`src/include/soc_cfg.svh`:
```
// Reset lengths, monitor RAM size, CSR banks, address regions, GPIO widths and system ID
`ifndef SOC_CFG_SVH
`define SOC_CFG_SVH

// Cycles of system reset after the last reset request
`define RST_HOLD_CYCLES 64
// Flash comes out of reset well before the rest of the system
`define FLASH_RST_CYCLES 16

// Monitor scratch RAM depth in 32-bit words
`define MONITOR_WORDS 256

// Address bits 30..28 of the monitor RAM, bit 31 ignored
`define REGION_MONITOR 3'b001
// Address bits 30..29 of the CSR space
`define REGION_CSR 2'b11

// CSR bank numbers, address bits 13..10 of the CSR word address
`define CSR_BANK_SYSCTL 1
`define CSR_BANK_METER 9

// GPIO widths
`define NGPIO_IN 7
`define NGPIO_OUT 2

`define SYSTEM_ID 32'h1004_4D31

`endif

```
`src/source/soc_pkg.sv`:
```
// Bus widths, CSR address type, bridge states, bus regions and CSR register indices
package soc_pkg;

	// Wishbone payload types
	typedef logic [31:0] wb_adr_t;
	typedef logic [31:0] wb_dat_t;
	typedef logic [3:0] wb_sel_t;

	// Bank in 13..10, register word index in 9..0
	typedef logic [13:0] csr_adr_t;

	typedef enum logic [1:0] {IDLE, ACCESS, LATCH, ACK} csrbrg_state_e;

	typedef enum logic [1:0] {REGION_NONE, REGION_MON, REGION_CSR_SPACE} bus_region_e;

	// System controller register map
	typedef enum logic [9:0] {
		GPIO_IN = 10'd0,
		GPIO_OUT = 10'd1,
		TIMER_CTRL = 10'd2,
		TIMER_COMPARE = 10'd3,
		TIMER_COUNT = 10'd4,
		SYSTEM_ID = 10'd5,
		HARD_RESET = 10'd6
	} sysctl_reg_e;

	// Bus meter register map
	typedef enum logic [9:0] {
		METER_CTRL = 10'd0,
		STB_COUNT = 10'd1,
		ACK_COUNT = 10'd2
	} meter_reg_e;

endpackage

```
`src/source/csr_bridge.sv`:
```
// Wishbone to CSR bridge FSM with OR-combined CSR read data
`timescale 1ns/1ps

module csr_bridge (
	input logic sys_clk,
	input logic sys_rst_i,
	input soc_pkg::wb_adr_t wb_adr_i,
	input soc_pkg::wb_dat_t wb_dat_i,
	input logic wb_we_i,
	input logic wb_stb_i,
	output soc_pkg::wb_dat_t wb_dat_o,
	output logic wb_ack_o,
	output soc_pkg::csr_adr_t csr_a_o,
	output logic csr_we_o,
	output soc_pkg::wb_dat_t csr_dw_o,
	input soc_pkg::wb_dat_t csr_sysctl_dr_i,
	input soc_pkg::wb_dat_t csr_meter_dr_i
);

	soc_pkg::csrbrg_state_e state;

	// --------------------
	// Access sequencing
	// --------------------
	always_ff @(posedge sys_clk) begin
		if (sys_rst_i) begin
			state <= soc_pkg::IDLE;
			csr_we_o <= 1'b0;
		end else begin
			case (state)
				soc_pkg::IDLE: begin
					if (wb_stb_i) begin
						// Write strobe goes out with the address
						csr_we_o <= wb_we_i;
						state <= soc_pkg::ACCESS;
					end
				end
				soc_pkg::ACCESS: begin
					// Slaves register their read data here
					csr_we_o <= 1'b0;
					state <= soc_pkg::LATCH;
				end
				soc_pkg::LATCH:
					state <= soc_pkg::ACK;
				default:
					state <= soc_pkg::IDLE;
			endcase
		end
	end

	// Word address and write data, held for the whole access
	always_ff @(posedge sys_clk) begin
		if (state == soc_pkg::IDLE && wb_stb_i) begin
			csr_a_o <= wb_adr_i[15:2];
			csr_dw_o <= wb_dat_i;
		end
		// Unselected banks return zero
		if (state == soc_pkg::LATCH)
			wb_dat_o <= csr_sysctl_dr_i | csr_meter_dr_i;
	end

	assign wb_ack_o = (state == soc_pkg::ACK);

	// Exactly one write cycle per access
	assert property (@(posedge sys_clk) disable iff (sys_rst_i)
		csr_we_o |=> !csr_we_o);

endmodule

```
`config.mk`:
```
export PLATFORM = sky130hd
export DESIGN_NAME = csr_bridge
export DESIGN_NICKNAME = d
export VERILOG_FILES = /design/src/include/soc_cfg.svh /design/src/source/soc_pkg.sv /design/src/source/csr_bridge.sv
export SDC_FILE = /design/constraint.sdc
export NUM_CORES = 1
export LEC_CHECK = 0
export BUFFER_PORTS_ARGS = -buffer_cell sky130_fd_sc_hd__buf_2
export CORE_ASPECT_RATIO = 1.25
export CORE_MARGIN = 2
export CORE_UTILIZATION = 39
export DETAILED_ROUTE_END_ITERATION = 8
export PLACE_DENSITY = 0.82
export REMOVE_ABC_BUFFERS = 1
export SLEW_MARGIN = 20
export SYNTH_ARGS = -nofsm -noshare
export SYNTH_HDL_FRONTEND = slang
export SYNTH_SLANG_ARGS = --single-unit
```
`constraint.sdc`:
```
create_clock -name sys_clk -period 2.18 [get_ports sys_clk]
set_input_delay 0.327 -clock sys_clk [delete_from_list [all_inputs] [get_ports sys_clk]]
set_output_delay 0.327 -clock sys_clk [all_outputs]
set_load 0.01 [all_outputs]
```
---- Word-level counts from Yosys, hierarchy flattened ----
Cells that the tools add are included.
W data, S select, Z words.
word-level totals
  logic and storage cells ................. 18
  input port bits ......................... 132
  register bits ........................... 81
  output and inout port bits .............. 80
operators by class
  bitwise gates (word level) .............. 1
  reductions and logical operators ........ 4
  multiplexer cells ....................... 4
  equal/unequal tests ..................... 4
operator list
  kind                  count
  $or A32 B32 Y32       1
  $pmux W2 S3           1
  $eq A2 B2 Y1 const B  2
  $eq A2 B1 Y1 const B  1
  $logic_not A2 Y1      1
  $mux W2               1
  $ne A2 B2 Y1 const B  1
  $pmux W1 S2           1
  $reduce_and A2 Y1     1
  $reduce_bool A2 Y1    1
  $logic_and A1 B1 Y1   1
  $mux W1               1

---- Logic depth before layout (Yosys ltp) ----
Gate-level depths: netlist of the first run.
  word-level depth ........................ 3
  depth in mapped cells ................... 5

---- Worst setup path after synthesis of the first run ----
No wires, ideal clock.
  kind .................................... flip-flop to flip-flop
  start point ............................. register state[0]
  end point ............................... register state[0]
  path slack .............................. 0.531 ns
  arrival time ............................ 1.563 ns
  cell stages (with the launch flop) ...... 5
  setup time .............................. 0.086 ns
  required time ........................... 2.094 ns
  cells stage by stage .................... dfxtp_1 > inv_1 > ha_1 > nor2_1 > a211oi_1
between the ends
  word-level cells in the longest chain between the ends .. 2
  elaborated cells on any way between the ends .. 5
ends and longest elaborated chain
  item                                                RTL line          text
  from (decl)                                         csr_bridge.sv:20  soc_pkg::csrbrg_state_e state;
  from (signal assigned)                              csr_bridge.sv:27  state <= soc_pkg::IDLE;
  from (signal assigned)                              csr_bridge.sv:35  state <= soc_pkg::ACCESS;
  from (signal assigned)                              csr_bridge.sv:41  state <= soc_pkg::LATCH;
  $eq A2 B2 Y1, or another cell as far along          csr_bridge.sv:30  case (state)
  $pmux W2 S3 / $ne A2 B2 Y1 (equally long branches)  --
Several ways; a longest one is shown, not always the timed one.
A chain may end at the register's enable or synchronous reset.

---- Worst setup path after layout of the first run ----
  start point ............................. register state[0]
  end point ............................... register csr_dw_o[5], enable pin
between the ends
  word-level cells in the longest chain between the ends .. 2
ends and longest elaborated chain
  item                  RTL line          text
  $logic_not A2 Y1      csr_bridge.sv:53  if (state == soc_pkg::IDLE && wb_stb_i) begin
  $logic_and A1 B1 Y1   csr_bridge.sv:53
  to (signal assigned)  csr_bridge.sv:55  csr_dw_o <= wb_dat_i;
  to (decl)             csr_bridge.sv:15  output soc_pkg::wb_dat_t csr_dw_o,
Every way passes these cells.

==> impl_results.md, run 1 <==
- Starting Density: 39.9%
- CTS tree: yes
- Worst-path clk slew: 90 ps
- Layout area overhead: 46.3%
- Clk sinks: 81
- Largest net degree at the start of global routing: 48
- Mapped Area: 0.00275 mm²
- Worst vdd ir: 570 µV
- Worst EP arrival: 1610 ps
- Max Root-Sink Buffers: 2
- Ranking of synthesized cells by area: edfxtp_1 (85%), or2_2 (6.4%), dfxtp_1 (2.2%)
- RD Place Congestion: 0.717
- CP max stage cell: and2_4
- Clk root buf: clkbuf_8
- Share of cells above drive strength 1: 70.9%
- Die Wd: 79.1 µm
- Initial DRC count: 68
- # DRC: 0
- Max Slew Vio Count: 0
- Worst slew pin tran: 585 ps
- Die ar.: 0.00773 mm²
- Post-cts resize count: 0
- F_max: 614 MHz
- Tot Pwr: 4.24 mW
- Die Height: 97.8 µm
- Final setup viols: 0
- Max Cap Violations: 0
- Pwr dens: 1060 mW/mm²
- Crit Path Category: reg2reg
- Setup TNS: 0 ps
- CP Cell Sequence: inv_1 > ha_1 > and2_4
- Global Route Usage Sum: 14.0%
- Post-synthesis area per instance: 21.1 µm²
- Total grt overflow: 0
- Synth Instances: 130
- DPL Wire Length: 4.34 mm
- Initial antenna violation count: 0
- Netlist cell types: 14
- Yosys warning count: 0
- Post-CTS Setup Inserts: 0
- Min cycle time layout: 1630 ps
- Yosys reg bits: 81
- P_leak: 1.76 nW
- RSZ-0062 raised after global routing: no
- Worst Setup Start Kind: register
- Sequential cell area: 0.00240 mm²
- HP Class: in2reg
- Number of global-route vias before repair: 1745
- Std cell rows: 34
- Yosys top cell area share: 85.3%
- Core area: 0.00689 mm²
- Diode count: 0
- Post-layout net count: 471
- Setup Skew: 7.44 ps
- CP max stage delay: 550 ps
- Via count: 1829
- DRT antenna net count: 0
- IO Port Bufs: 193
- Vias/cell: 4.25
- I/O pin count: 212
- Filler cells: 574
- Hold bufs inserted after CTS: 0
- First-pass GRT wire length: 7.97 mm
- Final Cycle Share: 74.7%
- Hold path cells: 1
- Critical path fanouts, max: 47
- WL per Instance: 12.9 µm
- Status: complete, no violations
- Reg2reg path depth: 3
- Sequential share of the synthesized area: 87.5%
- Skew-Pair Late Insertion Delay: 340 ps
- Crit. End Element: register
- Dominant cell type by area after synthesis: edfxtp_1
- Endpoints failing hold: 0
- Final wirelength: 5.53 mm
- Critical Path RT: 2160 ps
- H-Tree Depth: 3
- Multi-input gate area in the final layout: 337 µm²
- CTS Buf Count: 9
- Slew HR: 61.0%
- TritonRoute pass-1 iters: 4
## worst max-delay path: cells and delay by family (launching register included)
kind	cells	cell delay, ps
adders and majority gates	1	250
DFF	1	350
and+or+nand+nor	1	550
buffers and inverters	1	90
## metrics by stage
stage | util, % | cells | hold WS [ps] | worst slack (ps) | area (µm²)
after detailed placement | 55.6 | 414 | 462 | 543 | 3830
after CTS | 58.3 | 430 | 122 | 521 | 4020
after global placement | 55.6 | 414 | 456 | 605 | 3830
after global routing | 58.3 | 430 | 116 | 445 | 4020
after floorplan | - | 130 | 389 | 531 | 2750
final | 58.3 | 430 | 152 | 551 | 4020
## cells by family (layout without fill, tap and decap cells)
logic type	Yosys count	after routing	synth area share, %
flops	81	81	87.5
simple gates	39	39	9.11
fa+ha+maj	4	4	1.82
compound gates	2	2	0.592
mux	2	2	0.729
buf+inv	2	212	0.273
## sequential cells by signal (all words and copies together), names as in the netlist
| name | flops |
|---|---|
| state | 2 |
| wb_dat_o | 32 |
| csr_a_o | 14 |
| csr_we_o | 1 |
| csr_dw_o | 32 |
## synth_stat cells
library cell,n
dfxtp_1,3
mux2i_1,2
a211oi_1,1
ha_1,4
nand2_1,1
nand2b_1,1
nand3b_4,1
and2_4,1
or2_2,28
a21oi_2,1
inv_1,2
nor2_1,3
or2_1,4
edfxtp_1,78
## where the power goes
| group | internal [mW] | total (mW) | switching (mW) |
|---|---|---|---|
| Sequential | 2.19 | 2.27 | 0.0898 |
| Combinational | 0.380 | 0.969 | 0.589 |
| Clock | 0.437 | 1.00 | 0.563 |
## worst paths after layout
| check | startpoint | end | slack [ps] |
|---|---|---|---|
| worst max-delay path | state[0] | csr_dw_o[5] | 550 |
| worst min-delay path | wb_adr_i[7] | csr_a_o[5] | 150 |
| worst max register to register | state[0] | csr_dw_o[5] | 550 |
| worst min register to register | csr_we_o | csr_we_o | 470 |
## cell usage in the layout (no fill, tap or decap)
| cell | n |
|---|---|
| a211oi_1 | 1 |
| a21oi_2 | 1 |
| and2_4 | 1 |
| buf_2 | 193 |
| buf_4 | 1 |
| clkbuf_8 | 9 |
| clkinv_2 | 1 |
| clkinv_4 | 1 |
| clkinvlp_4 | 1 |
| dfxtp_1 | 3 |
| edfxtp_1 | 78 |
| ha_1 | 4 |
| inv_1 | 2 |
| inv_6 | 2 |
| inv_8 | 2 |
| mux2i_1 | 2 |
| nand2_1 | 1 |
| nand2b_1 | 1 |
| nand3b_4 | 1 |
| nor2_1 | 3 |
| or2_1 | 4 |
| or2_2 | 28 |
## layout make-up
cell class	instances	share of cell area, %
sequential	81	59.8
inverter	2	0.187
clock buffer	9	3.08
multi-input combinational	47	8.38
timing repair buffer	194	24.2
clock inverter	7	1.53
tap	90	2.80
## per-layer routing
layer | vias to the layer above | GRT usage [%] | wire length, µm
met5 | - | 0 | 0
met4 | 0 | 7.96 | 126
met3 | 12 | 5.18 | 703
met2 | 137 | 24.3 | 2750
met1 | 787 | 14.4 | 1940
li1 | 893 | - | -
No activity file was read; power rests on OpenSTA's default activity.
==> run 2: changes to the inputs <==
==> constraint.sdc (replaced) <==
create_clock -name sys_clk -period 1.64 [get_ports sys_clk]
set_input_delay 0.246 -clock sys_clk [delete_from_list [all_inputs] [get_ports sys_clk]]
set_output_delay 0.246 -clock sys_clk [all_outputs]
set_load 0.01 [all_outputs]
==> run 2 against run 1 <==
  * Power up 48%
  * Register-to-register slack lost 360 ps
  * Die area unchanged
  * Sequential share of layout area is 1.9 points lower
  * Worst hold slack worse by 76 ps
==> impl_results.md, run 2 (same netlist as run 1, synthesis figures left out) <==
- Final WS setup: 195 ps (-356 ps)
- Metal2 WL: 2.70 mm (-2.0%)
- Filler cells: 545 (-5.1%)
- Tot Pwr: 6.30 mW (+48%)
- Sequential cell area: 0.00240 mm² (unchanged)
- Critical path fanouts, max: 25 (-47%)
- Endpoints failing hold: 0 (unchanged)
- Initial DRC count: 59 (-13%)
- Die Wd: 79.1 µm (unchanged)
- Max Root-Sink Buffers: 2 (unchanged)
- Hold bufs inserted after CTS: 0 (unchanged)
- Worst EP arrival: 1490 ps (-120 ps)
- Most frequent cells in the layout: buf_2 (193), edfxtp_1 (78), or2_2 (28)
- WL per Instance: 12.5 µm (-2.7%)
- CP Cell Sequence: inv_1 > ha_1 > and2_4 > buf_12
- Post-layout net count: 473 (+0.42%)
- DRT antenna net count: 0 (unchanged)
- Vias/cell: 4.30 (+1.2%)
- Via count: 1859 (+1.6%)
- Clock power frac: 29.7% (+6.1 points)
- Diode count: 0 (unchanged)
- Skew-Pair Late Insertion Delay: 340 ps (about the same)
- # DRC: 0 (unchanged)
- Post-Route Hold Slack: 75.5 ps (-76.3 ps)
- Clk sinks: 81 (unchanged)
- RD Place Congestion: 0.715 (-0.27%)
- Pre-CTS setup slack: 208 ps (-335 ps)
- Setup TNS: 0 ps (unchanged)
- Slew HR: 87.9% (+27 points)
- Critical Path RT: 1690 ps (-470 ps)
- TritonRoute pass-1 iters: 4 (unchanged)
- Largest net degree at the start of global routing: 33 (-31%)
- Max Slew Vio Count: 0 (unchanged)
- Crit Path Category: reg2reg
- Seq pwr share: 47.9% (-5.7 points)
- Final setup viols: 0 (unchanged)
- Top delay family on crit path: flip-flops
- Starting Density: 39.9% (unchanged)
- Met3 WL: 671 µm (-4.6%)
- Post-CTS Setup Inserts: 0 (unchanged)
- Die Height: 97.8 µm (unchanged)
- Final Cycle Share: 88.1% (+13 points)
- IO Port Bufs: 193 (unchanged)
- Top flop regs: csr_dw_o x32, wb_dat_o x32, csr_a_o x14
- Global Route Usage Sum: 14.0% (-0.031 points)
- Max layer used: met4
- Total grt overflow: 0 (unchanged)
- Die ar.: 0.00773 mm² (unchanged)
- Commonest non-fill, non-tap cell in the layout: buf_2
- Worst slew pin tran: 182 ps (-404 ps)
- RSZ-0062 raised after global routing: no
- NetSw: 1.61 mW (+30%)
- Crit. End Element: register
- DPL Wire Length: 4.35 mm (+0.19%)
- CP max stage delay: 350 ps (-200 ps)
- Core area: 0.00689 mm² (unchanged)
- Buffers plus inverters on the worst setup path: 2 (+1)
- Min cycle time layout: 1450 ps (-184 ps)
- Gate power share: 22.4% (-0.4 points)
- Share of cells above drive strength 1: 70.8% (-0.12 points)
- F_max: 692 MHz (+13%)
- Switching Share: 25.6% (-3.7 points)
- Multi-input gate area in the final layout: 337 µm² (unchanged)
- CP max stage cell: dfxtp_1
- Clk root buf: clkbuf_8
- Pwr dens: 1520 mW/mm² (+44%)
- Internal power: 4.68 mW (+56%)
- CTS Buf Count: 9 (unchanged)
- Layout area overhead: 51.1%
- Setup Skew: 10.5 ps (+3.01 ps)
- Std cell rows: 34 (unchanged)
- Worst vdd ir: 801 µV (+41%)
- Max Cap Violations: 0 (unchanged)
- Worst-path clk slew: 90 ps (about the same)
- CTS tree: yes
- H-Tree Depth: 3 (unchanged)
- Initial antenna violation count: 0 (unchanged)
- Final wirelength: 5.41 mm (-2.2%)
- I/O pin count: 212 (unchanged)
- Worst Setup Start Kind: register
- HP Class: in2reg
- Number of global-route vias before repair: 1810 (+3.7%)
- Status: complete, no violations
- P_leak: 1.82 nW (+3.3%)
- Post-cts resize count: 0 (unchanged)
- First-pass GRT wire length: 8.00 mm (+0.35%)
- M1 WL: 1.94 mm (-0.36%)
[run 2: cell types whose count changed in the layout (fill, tap and decap cells not counted)]
| cell | delta |
|---|---|
| clkinvlp_4 | -1 |
| inv_8 | -2 |
| clkbuf_1 | +1 |
| bufinv_16 | +4 |
| clkinv_4 | -1 |
| buf_4 | -1 |
| buf_12 | +3 |
| clkinv_2 | -1 |
[run 2: power by group through the flow]
stage / Combinational (mW) / Clock [mW] / Sequential (mW)
2_1_floorplan: 0.430 / 0 / 3.32
3_3_place_gp: 1.42 / 0 / 3.05
3_5_place_dp: 1.44 / 0 / 3.07
4_1_cts: 1.45 / 1.92 / 3.03
5_1_grt: 1.55 / 2.02 / 3.07
6_report: 1.41 / 1.87 / 3.02
[run 2: routing by layer]
layer,track usage [%],vias up
met4,6.50,0
met3,6.65,10
li1,-,892
met1,14.0,818
met5,0,-
met2,24.3,139
[run 2: area by class of cell]
cell class              instances  share of cell area (%)
flip-flops and latches         81                    57.9
repair buffers                196                    24.7
multi-input cells              47                    8.11
clock inverters                 6                    3.32
clock buffers                  10                    3.08
well taps                      90                    2.71
inverters                       2                   0.181
[run 2: worst reg2reg max path, stage by stage, from the launching register on]
cell and delay [ps]:
dfxtp_1 350, inv_1 90, ha_1 250, and2_4 270, buf_12 190
[run 2: through the flow]
step	std cells	utilization, %	instance area (µm²)
final	432	60.2	4150
after global routing	432	60.2	4150
after CTS	432	60.2	4150
after detailed placement	416	56.4	3880
after global placement	416	56.4	3880
after floorplan	130	-	2750
[run 2: final timing paths]
path	cells after the start	start	end	slack, ps
max	4	state[0]	csr_dw_o[7]	190
min	1	wb_dat_i[8]	csr_dw_o[8]	80
max reg2reg	4	state[0]	csr_dw_o[7]	190
min reg2reg	2	csr_we_o	csr_we_o	480
==> run 3: changes to the inputs <==
--- a/config.mk
+++ b/config.mk
@@ -6,7 +6,7 @@
 export NUM_CORES = 1
 export LEC_CHECK = 0
 export BUFFER_PORTS_ARGS = -buffer_cell sky130_fd_sc_hd__buf_2
-export CORE_ASPECT_RATIO = 1.25
+export CORE_ASPECT_RATIO = 1.1
 export CORE_MARGIN = 2
 export CORE_UTILIZATION = 39
 export DETAILED_ROUTE_END_ITERATION = 8
==> run 3 against run 2 <==
  * Clock skew hardly changed
  * Clock power is essentially flat
  * Final cell count shrank 0.69%
  * Power is essentially flat
  * Core utilization shrank 0.36 points
  * Clock-buffer cell count is 1 lower
  * Largest power group unchanged
==> impl_results.md, run 3 (same netlist as run 1, synthesis figures left out) <==
- Status: complete, no violations
- RSZ-0062 raised after global routing: no
- Core area: 0.00693 mm² (+0.51%)
- Clk sinks: 81 (unchanged)
- Top delay family on crit path: flip-flops
- Max Cap Violations: 0 (unchanged)
- DPL Wire Length: 4.51 mm (+3.7%)
- Number of global-route vias before repair: 1799 (-0.61%)
- Layout area overhead: 51.0% (about the same)
- Initial antenna violation count: 0 (unchanged)
- Core Util, Final: 59.9% (-0.36 points)
- H-Tree Depth: 3 (unchanged)
- Max Root-Sink Buffers: 2 (unchanged)
- CP max stage delay: 350 ps (about the same)
- Most frequent cells in the layout: buf_2 (193), edfxtp_1 (78), or2_2 (28)
- CTS tree: yes
- Top flop regs: csr_dw_o x32, wb_dat_o x32, csr_a_o x14
- Final setup viols: 0 (unchanged)
- Global Route Usage Sum: 14.8% (+0.74 points)
- Internal power: 4.67 mW (-0.19%)
- CTS Buf Count: 9 (unchanged)
- Setup Skew: 10.3 ps (-0.194 ps)
- Switching Share: 25.8% (+0.21 points)
- Slew HR: 86.9% (-0.97 points)
- HP Start: wb_dat_i[18]
- Cells after DPL: 413 (-0.72%)
- Filler cells: 536 (-1.7%)
- HP Class: in2reg
- Critical path fanouts, max: 20 (-20%)
- Final Cycle Share: 88.9% (+0.82 points)
- Largest net degree at the start of global routing: 34 (+3.0%)
- Tot Pwr: 6.30 mW (about the same)
- Reg2reg path depth: 4 (unchanged)
- Starting Density: 39.6% (-0.20 points)
- Die Height: 92.0 µm (-5.9%)
- CP Cell Sequence: inv_1 > ha_1 > and2_4 > buf_12
- Clock power frac: 29.5% (-0.2 points)
- Commonest non-fill, non-tap cell in the layout: buf_2
- F_max: 686 MHz (-0.92%)
- Post-cts resize count: 0 (unchanged)
- I/O pin count: 212 (unchanged)
- Crit Path Category: reg2reg
- Final wirelength: 5.66 mm (+4.8%)
- CP max stage cell: dfxtp_1
- WL per Instance: 13.2 µm (+5.5%)
- IO Port Bufs: 193 (unchanged)
- Vias/cell: 4.41 (+2.4%)
- Worst EP arrival: 1510 ps (+20 ps)
- # DRC: 0 (unchanged)
- First-pass GRT wire length: 8.38 mm (+4.8%)
- Pwr dens: 1520 mW/mm² (+0.17%)
- Crit. End Element: register
- Crit Reg-Reg Endpoint: csr_dw_o[5]
- Skew-Pair Late Insertion Delay: 340 ps (about the same)
- Post-layout net count: 475 (+0.42%)
- Seq pwr share: 47.9% (about the same)
- End of the critical path: csr_dw_o[5]
- P_leak: 1.82 nW (+0.34%)
- Hold path cells: 1 (unchanged)
- Critical Path RT: 1690 ps (about the same)
- DRT antenna net count: 0 (unchanged)
- TritonRoute pass-1 iters: 4 (unchanged)
- Max Slew Vio Count: 0 (unchanged)
- Die ar.: 0.00773 mm² (about the same)
- Diode count: 0 (unchanged)
- Min cycle time layout: 1460 ps (+13.5 ps)
- Worst Setup Start Kind: register
- RD Place Congestion: 0.779 (+9.0%)
- R2r startpoint: state[0]
- Setup TNS: 0 ps (unchanged)
- Crit path launch: state[0]
- Clk root buf: clkbuf_8
- Critical path depth: 4 (unchanged)
- Final std cells w/o fill: 429 (-0.69%)
- Worst slew pin tran: 195 ps (+13.4 ps)
- Gate power share: 22.5% (about the same)
- Buffers plus inverters on the worst setup path: 2 (unchanged)
- FF-to-FF setup slack: 180 ps (about the same)
- Std cell rows: 32 (-5.9%)
- Worst-path clk slew: 80 ps (about the same)
- Worst vdd ir: 931 µV (+16%)
- Post-CTS Setup Inserts: 0 (unchanged)
- Total grt overflow: 0 (unchanged)
- Die Wd: 84.0 µm (+6.3%)
- Initial DRC count: 48 (-19%)
- NetSw: 1.63 mW (+0.89%)
- Post-Route Hold Slack: 76.1 ps (+0.668 ps)
- Via count: 1890 (+1.7%)
- Share of cells above drive strength 1: 70.9% (+0.17 points)
- Hold bufs inserted after CTS: 0 (unchanged)
- Endpoints failing hold: 0 (unchanged)
## run 3: cell types whose count changed in the layout (fill, tap and decap cells not counted)
cell      change
clkbuf_1      -1
buf_12        -1
clkinv_4      +1
clkinv_1      +1
buf_4         +3
inv_6         -1
## run 3: through the flow
stage / worst slack (ps) / area (µm²)
after floorplan: -9.17 / 2750
after global placement: 216 / 3880
after detailed placement: 178 / 3880
after CTS: 159 / 4150
after global routing: 77.9 / 4150
final: 181 / 4150
## run 3: worst min path at each step
| stage | endpoint | slack [ps] |
|---|---|---|
| after floorplan | csr_we_o | 310 |
| after global placement | csr_dw_o[8] | 420 |
| after detailed placement | csr_dw_o[19] | 420 |
| after CTS | csr_dw_o[19] | 50 |
| after global routing | csr_dw_o[19] | 40 |
| final | csr_dw_o[18] | 80 |
## run 3: metal layers
layer	track usage, %	wire, µm	vias to the layer above
li1	-	-	899
met1	15.4	2090	847
met5	0	0	-
met4	6.05	72	0
met2	24.8	2750	137
met3	8.01	750	7
## run 3: worst register-to-register path, cell delays in order, from the launching register on
cell and delay (ps):
dfxtp_1 350, inv_1 90, ha_1 240, and2_4 300, buf_12 200
## run 3: power groups by stage
stage               sequential, mW  combinational [mW]  clock [mW]
floorplan                     3.32               0.430           0
global placement              3.05                1.41           0
detailed placement            3.08                1.46           0
CTS                           3.03                1.46        1.91
global route                  3.07                1.56        2.00
finish                        3.02                1.42        1.86
## run 3: cell type report
class | instances | area (µm²) | share of cell area [%]
inverters | 2 | 7.51 | 0.181
well taps | 85 | 106 | 2.56
multi-input cells | 47 | 337 | 8.12
clock buffers | 9 | 124 | 2.99
flip-flops and latches | 81 | 2400 | 57.9
clock inverters | 7 | 141 | 3.41
repair buffers | 198 | 1030 | 24.8
