File: src/include/soc_cfg.svh
// Reset lengths, monitor RAM size, CSR banks, address regions, GPIO widths and system ID
`ifndef SOC_CFG_SVH
`define SOC_CFG_SVH

// Cycles of system reset after the last reset request
`define RST_HOLD_CYCLES 64
// Flash comes out of reset well before the rest of the system
`define FLASH_RST_CYCLES 16

// Monitor scratch RAM depth in 32-bit words
`define MONITOR_WORDS 256

// Address bits 30..28 of the monitor RAM, bit 31 ignored
`define REGION_MONITOR 3'b001
// Address bits 30..29 of the CSR space
`define REGION_CSR 2'b11

// CSR bank numbers, address bits 13..10 of the CSR word address
`define CSR_BANK_SYSCTL 1
`define CSR_BANK_METER 9

// GPIO widths
`define NGPIO_IN 7
`define NGPIO_OUT 2

`define SYSTEM_ID 32'h1004_4D31

`endif

File: src/source/soc_pkg.sv
// Bus widths, CSR address type, bridge states, bus regions and CSR register indices
package soc_pkg;

	// Wishbone payload types
	typedef logic [31:0] wb_adr_t;
	typedef logic [31:0] wb_dat_t;
	typedef logic [3:0] wb_sel_t;

	// Bank in 13..10, register word index in 9..0
	typedef logic [13:0] csr_adr_t;

	typedef enum logic [1:0] {IDLE, ACCESS, LATCH, ACK} csrbrg_state_e;

	typedef enum logic [1:0] {REGION_NONE, REGION_MON, REGION_CSR_SPACE} bus_region_e;

	// System controller register map
	typedef enum logic [9:0] {
		GPIO_IN = 10'd0,
		GPIO_OUT = 10'd1,
		TIMER_CTRL = 10'd2,
		TIMER_COMPARE = 10'd3,
		TIMER_COUNT = 10'd4,
		SYSTEM_ID = 10'd5,
		HARD_RESET = 10'd6
	} sysctl_reg_e;

	// Bus meter register map
	typedef enum logic [9:0] {
		METER_CTRL = 10'd0,
		STB_COUNT = 10'd1,
		ACK_COUNT = 10'd2
	} meter_reg_e;

endpackage

File: src/source/sysctl.sv
// System controller CSR bank with GPIO, timer, system ID and hard reset request
`timescale 1ns/1ps
`include "soc_cfg.svh"

module sysctl (
	input logic sys_clk,
	input logic sys_rst_i,
	input soc_pkg::csr_adr_t csr_a_i,
	input logic csr_we_i,
	input soc_pkg::wb_dat_t csr_di_i,
	output soc_pkg::wb_dat_t csr_do_o,
	input logic [`NGPIO_IN-1:0] gpio_in_i,
	output logic [`NGPIO_OUT-1:0] gpio_out_o,
	output logic timer0_irq_o,
	output logic hard_reset_o
);

	logic [`NGPIO_IN-1:0] gpio_meta;
	logic [`NGPIO_IN-1:0] gpio_sync;
	logic bank_sel;
	logic timer_en;
	logic timer_ar;
	logic [31:0] timer_compare;
	logic [31:0] timer_count;

	assign bank_sel = (csr_a_i[13:10] == 4'(`CSR_BANK_SYSCTL));

	// Two-flop synchronizer for the inputs
	always_ff @(posedge sys_clk) begin
		gpio_meta <= gpio_in_i;
		gpio_sync <= gpio_meta;
	end

	// --------------------
	// Timer and writes
	// --------------------
	always_ff @(posedge sys_clk) begin
		if (sys_rst_i) begin
			gpio_out_o <= '0;
			timer_en <= 1'b0;
			timer_ar <= 1'b0;
			timer_compare <= 32'hffff_ffff;
			timer_count <= '0;
			timer0_irq_o <= 1'b0;
			hard_reset_o <= 1'b0;
		end else begin
			// Single cycle pulses
			timer0_irq_o <= 1'b0;
			hard_reset_o <= 1'b0;
			if (timer_en) begin
				if (timer_count == timer_compare) begin
					timer0_irq_o <= 1'b1;
					timer_count <= '0;
					// One-shot stops here
					if (!timer_ar)
						timer_en <= 1'b0;
				end else
					timer_count <= timer_count + 32'd1;
			end
			// CSR writes take priority over the timer
			if (csr_we_i && bank_sel) begin
				case (csr_a_i[9:0])
					soc_pkg::GPIO_OUT: gpio_out_o <= csr_di_i[`NGPIO_OUT-1:0];
					soc_pkg::TIMER_CTRL: begin
						timer_en <= csr_di_i[0];
						timer_ar <= csr_di_i[1];
					end
					soc_pkg::TIMER_COMPARE: timer_compare <= csr_di_i;
					soc_pkg::TIMER_COUNT: timer_count <= csr_di_i;
					soc_pkg::HARD_RESET: hard_reset_o <= 1'b1;
					default: ;
				endcase
			end
		end
	end

	// --------------------
	// Read data
	// --------------------
	always_ff @(posedge sys_clk) begin
		if (sys_rst_i || !bank_sel)
			csr_do_o <= '0;
		else begin
			case (csr_a_i[9:0])
				soc_pkg::GPIO_IN: csr_do_o <= {{(32-`NGPIO_IN){1'b0}}, gpio_sync};
				soc_pkg::GPIO_OUT: csr_do_o <= {{(32-`NGPIO_OUT){1'b0}}, gpio_out_o};
				soc_pkg::TIMER_CTRL: csr_do_o <= {30'd0, timer_ar, timer_en};
				soc_pkg::TIMER_COMPARE: csr_do_o <= timer_compare;
				soc_pkg::TIMER_COUNT: csr_do_o <= timer_count;
				soc_pkg::SYSTEM_ID: csr_do_o <= `SYSTEM_ID;
				default: csr_do_o <= '0;
			endcase
		end
	end

endmodule

File: config.mk
export PLATFORM = sky130hd
export DESIGN_NAME = sysctl
export DESIGN_NICKNAME = d
export VERILOG_FILES = /design/src/source/soc_pkg.sv /design/src/source/sysctl.sv
export VERILOG_INCLUDE_DIRS = /design/src /design/src/include
export SDC_FILE = /design/constraint.sdc
export NUM_CORES = 1
export LEC_CHECK = 0
export ABC_AREA = 1
export BUFFER_PORTS_ARGS = -buffer_cell sky130_fd_sc_hd__buf_4
export CAP_MARGIN = 5
export CORE_MARGIN = 3
export CORE_UTILIZATION = 51
export CTS_BUF_LIST = sky130_fd_sc_hd__clkbuf_16
export CTS_CLUSTER_DIAMETER = 50
export CTS_CLUSTER_SIZE = 14
export DETAILED_ROUTE_END_ITERATION = 10
export HOLD_SLACK_MARGIN = 0.03
export PLACE_DENSITY = 0.88
export SLEW_MARGIN = 20
export SYNTH_ARGS = -nofsm -noshare
export SYNTH_HDL_FRONTEND = slang
export SYNTH_SLANG_ARGS = --single-unit
File: constraint.sdc
create_clock -name sys_clk -period 1.5 [get_ports sys_clk]
set_input_delay 0.15 -clock sys_clk [delete_from_list [all_inputs] [get_ports sys_clk]]
set_output_delay 0.15 -clock sys_clk [all_outputs]
set_load 0.02 [all_outputs]
After elaboration in Yosys (flattened, before gate mapping)
Index checks and enable logic that the tools add are counted.
Widths: inputs -> output; s select.
{ "totals": {"regBits": 116, "in_bits": 56, "out_inout_bits": 36, "elab_cells": 42} }
{ "op_classes": {"add_sub_neg": 1, "n_eq_ne": 8, "mux": 12, "bitwise_logic": 2, "reduce_logical": 9} }
{ "op_table": {"columns": ["cell", "n"], "rows": [
  ["$pmux 32 s6", 1],
  ["$mux 32", 4],
  ["$add 32x1->32 const B", 1],
  ["$eq 32x32->1", 1],
  ["$eq 10x3->1 const B", 3],
  ["$eq 10x2->1 const B", 2],
  ["$eq 10x1->1 const B", 1],
  ["$logic_not 10->1", 1],
  ["$mux 1", 7],
  ["$reduce_and 2->1", 3],
  ["$eq 4x1->1 const B", 1],
  ["$reduce_or 2->1", 2],
  ["$not 1->1", 2],
  ["$logic_and 1x1->1", 1],
  ["$logic_not 1->1", 1],
  ["$logic_or 1x1->1", 1]
]} }

Longest topological paths before layout
Gate-level depths: netlist (run 1).
{ "depth": {"word_depth": 5, "mapped_depth": 11, "depth_no_buf": 11} }

Least setup slack after synthesis (run 1)
Ideal clock, no wire load.
{ "synth_path": {"kind": "register to register", "startpoint": "register timer_count[1]", "endpoint": "register timer_count[16]", "setup_time_ns": 0.131, "arrival_ns": 1.398, "required_time_ns": 1.369, "path_slack_ns": -0.029, "stages_incl_launch_ff": 11, "synth_period_minus_slack_ns": 1.529, "cell_sequence": "dfxtp_1 > ha_1 > nand2_2 > nor2_4 > nand2_4 > nor2_4 > nand2_1 > xor2_1 > clkinv_1 > nand3_2 > a21oi_2"} }
{ "synth_via": {"elab_chain_cells": 5} }
{ "synth_lines": {"columns": ["item", "line", "text"], "rows": [
  ["from (decl)", "sysctl.sv:24", "logic [31:0] timer_count;"],
  ["from (signal assigned)", "sysctl.sv:58", "timer_count <= timer_count + 32'd1;"],
  ["from (signal assigned)", "sysctl.sv:69", "soc_pkg::TIMER_COUNT: timer_count <= csr_di_i;"],
  ["$add 32x1->32 / $eq 32x32->1 (equally long branches)", "sysctl.sv:58, sysctl.sv:51", null],
  ["$mux 32 (*)", "sysctl.sv:51", "if (timer_count == timer_compare) begin"],
  ["$mux 32 (*)", "sysctl.sv:50", "if (timer_en) begin"],
  ["$mux 32", "sysctl.sv:62", "case (csr_a_i[9:0])"],
  ["$mux 32 (*)", "sysctl.sv:61", "if (csr_we_i && bank_sel) begin"]
]} }
Every way passes the cells marked *; elsewhere a longest branch is shown, timed or not.
A chain may end at the register's enable or synchronous reset.

Worst setup path in the final report (run 1)
{ "layout_path": {"startpoint": "register timer_compare[15]", "endpoint": "register timer_count[11]"} }
{ "layout_via": {"elab_chain_cells": 5} }
{ "layout_lines": {"columns": ["item", "line", "text"], "rows": [
  ["from (decl)", "sysctl.sv:23", "logic [31:0] timer_compare;"],
  ["from (signal assigned)", "sysctl.sv:68", "soc_pkg::TIMER_COMPARE: timer_compare <= csr_di_i;"],
  ["$eq 32x32->1 (*)", "sysctl.sv:51", null],
  ["$mux 32 (*)", "sysctl.sv:51", null],
  ["$mux 32 (*)", "sysctl.sv:50", null],
  ["$mux 32", "sysctl.sv:62", null],
  ["$mux 32 (*)", "sysctl.sv:61", null]
]} }
Marks and branches as above.

==> flow_metrics.env, run 1 <==
export IMPL_status="finished with violations"
export IMPL_violations="negative setup slack"
export IMPL_post_synth_num_cell_types=36
export IMPL_nNetsFinal=1118
export IMPL_synth_seq_cells=116
export IMPL_switching_share=0.227
export IMPL_grtUsageTotal=0.338
export IMPL_antenna_found_initial=0
export IMPL_io_buffer_count=91
export IMPL_drive_gt1_frac=0.343
export IMPL_synth_seq_area_share=0.395
export IMPL_p_switching_mw=1.72
export IMPL_synth_top_cells_by_count="nand2_1, nand3_1, dfxtp_1"
export IMPL_drv_cap=0
export IMPL_dr_pass1_iters=8
export IMPL_final_max_slew_viol_count=0
export IMPL_crit_arrival_ns=1.96
export IMPL_core_um2=11000
export IMPL_timing_final_ws_setup_ns=-0.169
export IMPL_cts_sinks=116
export IMPL_seq_area_um2=2360
export IMPL_rsz0062_at_grt="true"
export IMPL_clkPwrFrac=0.552
export IMPL_ant_nets=0
export IMPL_ios=92
export IMPL_drt_iter0_drc=980
export IMPL_vias=6961
export IMPL_die_area_um2=12800
export IMPL_diodes=0
export IMPL_worst_skew_pair_late_latency_ns=0.43
export IMPL_yosysMostFrequentCell="nand2_1"
export IMPL_die_w_um=113
export IMPL_grt_pass1_vias=6631
export IMPL_gr_total_overflow=0
export IMPL_cts_tree="yes"
export IMPL_root_buffer="clkbuf_16"
export IMPL_clock_skew_final_ns=0.0112
export IMPL_synth_top_cell_area_share=0.395
export IMPL_grt_pass1_wl_mm=34.1
export IMPL_avgSynthCellArea_um2=7.14
export IMPL_clk_pin_slew_ns=0.06
export IMPL_syn2layout_area_growth_pct=50.3
export IMPL_placed_cells=1128
export IMPL_fillers=649
export IMPL_num_rows=38
export IMPL_place_area_um2=7370
export IMPL_synth_flop_cell="dfxtp_1"
export IMPL_grt_start_max_net_pins=35
export IMPL_start_util=0.532
export IMPL_via_per_inst=5.73
export IMPL_end_kind="register"
export IMPL_reg2reg_setup_slack_ns=-0.17
export IMPL_criticalPathCategory="register to register"
export IMPL_multi_input_area_um2=3180
export IMPL_max_slew_margin=0.541
export IMPL_power_leakage_nw=4.10
export IMPL_yosysWarnings=0
export IMPL_max_clock_freq_ghz=0.599
export IMPL_clockBufferDepth=2
export IMPL_synth_edf_count=0
export IMPL_cp_max_fo=16
export IMPL_period_minus_slack_ns=1.67
export IMPL_synth_area_top_cells="dfxtp_1, nand2_1, nand3_1"
export IMPL_gp_congestion=0.950
export IMPL_cp_start_kind="register"
export IMPL_yosysTopAreaCell="dfxtp_1"
export IMPL_power_density_nw_per_um2=861
export IMPL_routed_wirelength_mm=21.9
export IMPL_wl_per_cell_um=18.1
export IMPL_power_frac_comb=0.040
export IMPL_syn_area_um2=5870
export IMPL_tightest_slew_ns=0.687
export IMPL_synth_fp_nets=879
export IMPL_p_int_mw=5.88
export IMPL_period_share=1.11
export IMPL_async_flop_share=0
export IMPL_syn_inst=822
export IMPL_cts_buffers=17
export IMPL_cts_max_level=4
export IMPL_dpl_hpwl_mm=13.0
export IMPL_total_power_mw=7.60
export IMPL_die_height_um=113
export IMPL_hp_class="input port to register"
export IMPL_postLayoutCellArea_um2=8830
export IMPL_finalSetupViolCount=33
export IMPL_stdcell_count=1214
export IMPL_final_hold_viol_count=0
export IMPL_peakVddDrop_mv=1.46
export IMPL_drc=0
export IMPL_required_ns=1.79
export IMPL_power_frac_seq=0.407
==> layout by cell type (no fill, tap or decap), drive strengths merged <==
cell type,n
nand2,246
buf,223
nand3,130
dfxtp,116
inv,79
nor2,68
a21oi,58
dlygate4sd3,38
xnor2,26
clkbuf,18
xor2,14
nand4,9
clkinvlp,8
o21ai,8
clkinv,6
a221oi,5
o22ai,3
bufinv,3
nor3,3
o211ai,2
nand3b,2
a31oi,2
o221ai,2
a211oi,2
and2,1
nor4,1
ha,1
==> routing by layer <==
metal	routed length (um)	GRT usage	vias to the layer above
met5	0	0	-
met4	1060	0.181	0
met3	2350	0.0786	114
met2	10500	0.557	521
met1	8040	0.409	3207
li1	-	-	3119
==> kinds of logic (layout without fill, tap and decap cells) <==
logic type               after synthesis  in the layout  synth area share
AND/OR/NAND/NOR                      460            460             0.360
buffers and inverters                123            375             0.101
flip-flops                           116            116             0.395
AO/OA/AOI/OAI                         82             82            0.0790
XOR/XNOR                              40             40            0.0622
adder cells (fa/ha/maj)                1              1           0.00213
==> repair_timing <==
action / CTS / global route
cloned: 0 / 1
endpoints found under the setup margin: 32 / 34
pin swaps: 22 / 9
hold buffers: 38 / 0
resized for setup: 73 / 32
endpoints found under the hold margin: 67 / 0
buffers inserted: 14 / 1
==> per-stage QoR <==
stage	setup WS [ns]	TNS [ns]	hold slack, ns	util
finish	-0.169	-3.80	0.0514	0.800
global route	-0.240	-6.20	0.0565	0.800
CTS	-0.150	-1.83	0.0315	0.789
detailed placement	-0.199	-5.40	0.256	0.668
global placement	-0.179	-3.83	0.255	0.668
floorplan	0.0103	0	0.178	-
==> power by group through the flow <==
| stage | sequential (mW) | clock (mW) | combinational, mW |
|---|---|---|---|
| floorplan | 3.17 | 0 | 0.0533 |
| global placement | 3.17 | 0 | 0.209 |
| detailed placement | 3.17 | 0 | 0.212 |
| CTS | 3.10 | 4.17 | 0.293 |
| global route | 3.10 | 4.33 | 0.324 |
| finish | 3.10 | 4.20 | 0.306 |
==> worst max-delay path, cell delays in order (launching register included) <==
cell and delay [ns]:
dfxtp_1 0.40, xnor2_2 0.13, nand2_1 0.12, nor2_1 0.13, nand2_1 0.11, nor2_4 0.14, nand3_4 0.12, buf_6 0.19
nand3_1 0.10, a21oi_1 0.08
==> flip-flops by register name, indices dropped and copies added (netlist names) <==
name           flops
timer_ar           1
gpio_sync          7
gpio_meta          7
timer0_irq_o       1
timer_en           1
csr_do_o          32
hard_reset_o       1
timer_compare     32
timer_count       32
gpio_out_o         2
==> final cells by class <==
cell class,instances,area share
multi-input combinational,583,0.360
tap,140,0.0198
sequential,116,0.268
timing repair buffer,262,0.249
inverter,81,0.0344
clock buffer,17,0.0482
clock inverter,15,0.0206
==> path summary, 6_finish.rpt <==
| kind | from | end | cells after the start |
|---|---|---|---|
| min | csr_a_i[1] | hard_reset_o$_SDFF_PP0_ | 3 |
| max reg2reg | timer_compare[15]$_SDFFE_PP1P_ | timer_count[11]$_SDFF_PP0_ | 9 |
| min reg2reg | gpio_meta[6]$_DFF_P_ | gpio_sync[6]$_DFF_P_ | 0 |
| max | timer_compare[15]$_SDFFE_PP1P_ | timer_count[11]$_SDFF_PP0_ | 9 |
Power figures use the tool's default switching activity.
==> inputs of run 2 (changes only) <==
PLACE_DENSITY = 0.76   (was 0.88)
==> flow_metrics.env, run 2 (synthesized netlist as in run 1, its figures left out) <==
export IMPL_power_leakage_nw=4.14
export IMPL_tightest_slew_ns=0.498
export IMPL_clock_skew_final_ns=0.0106
export IMPL_criticalPathCategory="register to register"
export IMPL_routed_wirelength_mm=21.4
export IMPL_period_share=1.19
export IMPL_grtUsageTotal=0.312
export IMPL_die_area_um2=12800
export IMPL_worst_skew_pair_late_latency_ns=0.43
export IMPL_grt_pass1_vias=6426
export IMPL_cts_sinks=116
export IMPL_cts_tree="yes"
export IMPL_gr_total_overflow=0
export IMPL_power_density_nw_per_um2=794
export IMPL_seq_area_um2=2350
export IMPL_drv_cap=0
export IMPL_cts_max_level=4
export IMPL_drive_gt1_frac=0.352
export IMPL_num_rows=38
export IMPL_io_buffer_count=91
export IMPL_timing_hold_ws_ns=0.0511
export IMPL_multi_input_area_um2=3310
export IMPL_critPathMaxStageDelay_ns=0.32
export IMPL_rr_worst_depth=10
export IMPL_violations="negative setup slack"
export IMPL_cp_max_fo=8
export IMPL_max_slew_margin=0.668
export IMPL_reg_top3="csr_do_o: 32 flops, timer_compare: 32 flops, timer_count: 32 flops"
export IMPL_root_buffer="clkbuf_16"
export IMPL_diodes=0
export IMPL_dpl_hpwl_mm=12.7
export IMPL_grt_start_max_net_pins=38
export IMPL_finalSetupViolCount=34
export IMPL_rsz0062_at_grt="true"
export IMPL_tns_ns=-7.43
export IMPL_peakVddDrop_mv=0.914
export IMPL_final_max_slew_viol_count=0
export IMPL_finish_utilization=0.814
export IMPL_die_height_um=113
export IMPL_crit_chain="buf_4 -> xnor2_1 -> nand2_1 -> nor2_2 -> nand2_2 -> nor2_4 -> nand3_4 -> buf_12 -> nand3_2 -> a21oi_1"
export IMPL_syn2layout_area_growth_pct=52.8
export IMPL_start_util=0.532
export IMPL_ant_nets=0
export IMPL_drc=0
export IMPL_cp_start_kind="register"
export IMPL_ios=92
export IMPL_total_power_mw=7.12
export IMPL_max_clock_freq_ghz=0.562
export IMPL_crit_path_top_delay_cell="dfxtp_1"
export IMPL_timing_final_ws_setup_ns=-0.280
export IMPL_clockBufferDepth=2
export IMPL_grt_pass1_wl_mm=31.8
export IMPL_die_w_um=113
export IMPL_mostFrequentLayoutCell="nand2_1"
export IMPL_hp_class="input port to register"
export IMPL_clk_pin_slew_ns=0.05
export IMPL_dr_pass1_iters=6
export IMPL_end_kind="register"
export IMPL_status="finished with violations"
export IMPL_hold_path_depth=3
export IMPL_cts_buffers=17
export IMPL_nNetsFinal=1129
export IMPL_fillers=695
export IMPL_gp_congestion=0.968
export IMPL_period_minus_slack_ns=1.78
export IMPL_required_ns=1.77
export IMPL_antenna_found_initial=0
export IMPL_vias=6828
export IMPL_final_cell_mix="nand2_1, buf_4, dfxtp_1"
export IMPL_via_per_inst=5.59
export IMPL_drt_iter0_drc=838
export IMPL_wl_per_cell_um=17.5
export IMPL_crit_arrival_ns=2.05
export IMPL_final_hold_viol_count=0
export IMPL_core_um2=11000
run 2: cell count changes in the layout (fill, tap and decap cells not counted), moves of 4 or more:
cell	delta
clkinvlp_4	-8
nor2_1	+4
nand3_1	-23
clkinv_1	+6
a21oi_2	+8
a21oi_1	-8
buf_6	-7
buf_4	+13
dfxtp_1	+8
dfxtp_2	-5
nand3_2	+20
run 2: final cells by class:
| cell class | instances | area share |
|---|---|---|
| Sequential cell | 116 | 0.261 |
| Timing Repair Buffer | 273 | 0.258 |
| Inverter | 81 | 0.0342 |
| Multi-Input combinational cell | 583 | 0.369 |
| Clock inverter | 12 | 0.0112 |
| Tap cell | 140 | 0.0195 |
| Clock buffer | 17 | 0.0474 |
run 2: metal layers:
| layer | track usage | routed length (um) |
|---|---|---|
| met5 | 0 | 0 |
| met4 | 0.132 | 930 |
| met3 | 0.0877 | 2210 |
| met2 | 0.511 | 10000 |
| met1 | 0.387 | 8200 |
run 2: worst paths after layout:
| path | startpoint | endpoint | slack, ns |
|---|---|---|---|
| max | timer_count[9]$_SDFF_PP0_ | timer_count[9]$_SDFF_PP0_ | -0.28 |
| max reg2reg | timer_count[9]$_SDFF_PP0_ | timer_count[9]$_SDFF_PP0_ | -0.28 |
| min | csr_a_i[1] | hard_reset_o$_SDFF_PP0_ | 0.05 |
| min reg2reg | gpio_meta[5]$_DFF_P_ | gpio_sync[5]$_DFF_P_ | 0.32 |
run 2: critical path, delay by kind of cell, from the launching register on:
family / cells / cell delay (ns)
AO/OA/AOI/OAI: 1 / 0.10
buffers and inverters: 2 / 0.33
XOR/XNOR: 1 / 0.13
AND/OR/NAND/NOR: 6 / 0.74
flip-flops: 1 / 0.32
run 2: timing repair:
| action | 4_1_cts | 5_1_grt |
|---|---|---|
| resized for setup | 51 | 62 |
| cloned | 0 | 2 |
| pin swaps | 20 | 17 |
| buffers inserted | 15 | 4 |
| hold buffers | 39 | 0 |
| endpoints found under the setup margin | 34 | 34 |
| hold endpoints to repair | 69 | 0 |
run 2: per-stage QoR:
| step | setup slack, ns | instances | cell area [um2] |
|---|---|---|---|
| after floorplan | 0.0103 | 822 | 5870 |
| after global placement | -0.182 | 1134 | 7440 |
| after detailed placement | -0.194 | 1134 | 7440 |
| after CTS | -0.125 | 1217 | 8630 |
| after global routing | -0.357 | 1222 | 8970 |
| final | -0.280 | 1222 | 8970 |
run 2: power breakdown:
part	internal (mW)	switching, mW	leakage [nW]
clock network	2.35	1.36	0.266
logic	0.176	0.131	2.93
registers	3.10	0.00478	0.949
==> inputs of run 3 (changes only) <==
PLACE_DENSITY = 0.84   (was 0.76)
==> flow_metrics.env, run 3 (synthesized netlist as in run 1, its figures left out) <==
export IMPL_status="finished with violations"
export IMPL_violations="negative setup slack"
export IMPL_via_per_inst=5.84
export IMPL_clock_skew_final_ns=0.00831
export IMPL_mostFrequentLayoutCell="nand2_1"
export IMPL_cp_start_kind="register"
export IMPL_dpl_hpwl_mm=12.9
export IMPL_worst_skew_pair_late_latency_ns=0.42
export IMPL_total_power_mw=6.94
export IMPL_ios=92
export IMPL_final_hold_viol_count=0
export IMPL_io_buffer_count=91
export IMPL_gp_congestion=0.962
export IMPL_critPathMaxStageDelay_ns=0.33
export IMPL_ant_nets=0
export IMPL_finish_utilization=0.798
export IMPL_die_height_um=113
export IMPL_syn2layout_area_growth_pct=49.9
export IMPL_diodes=0
export IMPL_root_buffer="clkbuf_16"
export IMPL_die_w_um=113
export IMPL_criticalPathCategory="register to register"
export IMPL_timing_hold_ws_ns=0.0661
export IMPL_max_slew_margin=0.717
export IMPL_power_density_nw_per_um2=788
export IMPL_drt_iter0_drc=998
export IMPL_grt_pass1_vias=6593
export IMPL_clk_pin_slew_ns=0.05
export IMPL_grtUsageTotal=0.318
export IMPL_final_cell_mix="nand2_1, buf_4, nand3_1"
export IMPL_period_share=1.18
export IMPL_antenna_found_initial=0
export IMPL_fillers=630
export IMPL_wl_per_cell_um=18.5
export IMPL_power_frac_comb=0.044
export IMPL_max_clock_freq_ghz=0.565
export IMPL_reg2reg_setup_slack_ns=-0.27
export IMPL_multi_input_area_um2=3230
export IMPL_final_max_slew_viol_count=0
export IMPL_place_ws_ns=-0.243
export IMPL_core_um2=11000
export IMPL_cts_tree="yes"
export IMPL_cp_top_family="simple AND/OR/NAND/NOR gates"
export IMPL_start_util=0.532
export IMPL_reg_top3="csr_do_o: 32 flops, timer_compare: 32 flops, timer_count: 32 flops"
export IMPL_tightest_slew_ns=0.425
export IMPL_period_minus_slack_ns=1.77
export IMPL_timing_final_ws_setup_ns=-0.269
export IMPL_cts_sinks=116
export IMPL_p_int_mw=5.32
export IMPL_nNetsFinal=1116
export IMPL_grt_start_max_net_pins=35
export IMPL_cp_max_fo=8
export IMPL_die_area_um2=12800
export IMPL_finalSetupViolCount=34
export IMPL_routed_wirelength_mm=22.4
export IMPL_num_rows=38
export IMPL_drv_cap=0
export IMPL_power_frac_seq=0.447
export IMPL_p_switching_mw=1.62
export IMPL_vias=7069
export IMPL_crit_chain="xnor2_1 -> nand2_1 -> nor2_2 -> nand2_1 -> nor2_4 -> nand3_4 -> buf_12 -> nand3_1 -> a21oi_1"
export IMPL_rsz0062_at_grt="true"
export IMPL_crit_arrival_ns=2.05
export IMPL_crit_path_top_delay_cell="dfxtp_1"
export IMPL_drive_gt1_frac=0.347
export IMPL_power_leakage_nw=4.12
export IMPL_end_kind="register"
export IMPL_gr_total_overflow=0
export IMPL_required_ns=1.78
export IMPL_seq_area_um2=2360
export IMPL_hp_class="input port to register"
export IMPL_peakVddDrop_mv=1.00
export IMPL_cp_common_cell="nand2_1"
export IMPL_drc=0
export IMPL_crit_buf_inv=1
export IMPL_cts_max_level=4
export IMPL_clkPwrFrac=0.509
export IMPL_grt_pass1_wl_mm=32.4
export IMPL_clockBufferDepth=2
export IMPL_cts_buffers=17
export IMPL_dr_pass1_iters=7
export IMPL_switching_share=0.234
==> run 3: per-stage QoR <==
stage | std cells | area, um2 | setup TNS [ns]
after CTS | 1205 | 8550 | -2.09
after detailed placement | 1124 | 7390 | -4.57
after global placement | 1124 | 7390 | -3.63
after global routing | 1211 | 8810 | -8.06
final | 1211 | 8810 | -6.90
after floorplan | 822 | 5870 | 0
==> run 3: final timing paths <==
check	from	end	cells past startpoint
worst max register to register	timer_compare[7]$_SDFFE_PP1P_	timer_count[8]$_SDFF_PP0_	9
worst max-delay path	timer_compare[7]$_SDFFE_PP1P_	timer_count[8]$_SDFF_PP0_	9
worst min register to register	gpio_meta[6]$_DFF_P_	gpio_sync[6]$_DFF_P_	0
worst min-delay path	csr_a_i[1]	hard_reset_o$_SDFF_PP0_	3
==> run 3: per-layer routing <==
metal  GRT usage  vias to the layer above  wire length, um  part of all wire
met3      0.0679                      154             2560              0.11
met2       0.536                      631            10400              0.46
met1       0.386                     3171             8190              0.36
li1            -                     3113                -                 -
met5           0                        -                0                 0
met4       0.155                        0             1300             0.058
==> run 3: repair_timing <==
item,4_1_cts,5_1_grt
resized for setup,57,50
hold buffers,39,0
pin swaps,20,7
cloned,0,3
hold endpoints to repair,67,0
setup endpoints to repair,32,34
buffers inserted,11,3
==> run 3: worst min-delay path, stage by stage <==
cell,delay (ns)
buf_4,0.14
nand3_1,0.10
nor4_1,0.05
==> run 3: layout make-up <==
type / instances / share of cell area
multi-input combinational: 583 / 0.367
clock buffer: 17 / 0.0483
tap: 140 / 0.0199
clock inverter: 14 / 0.00867
timing repair buffer: 260 / 0.253
inverter: 81 / 0.0345
sequential: 116 / 0.269
==> run 3: power by group through the flow <==
stage                     Combinational, mW  Sequential, mW  Clock (mW)
after floorplan                      0.0533            3.17           0
after global placement                0.209            3.17           0
after detailed placement              0.213            3.17           0
after CTS                             0.294            3.10        3.47
after global routing                  0.324            3.10        3.66
final                                 0.307            3.10        3.53
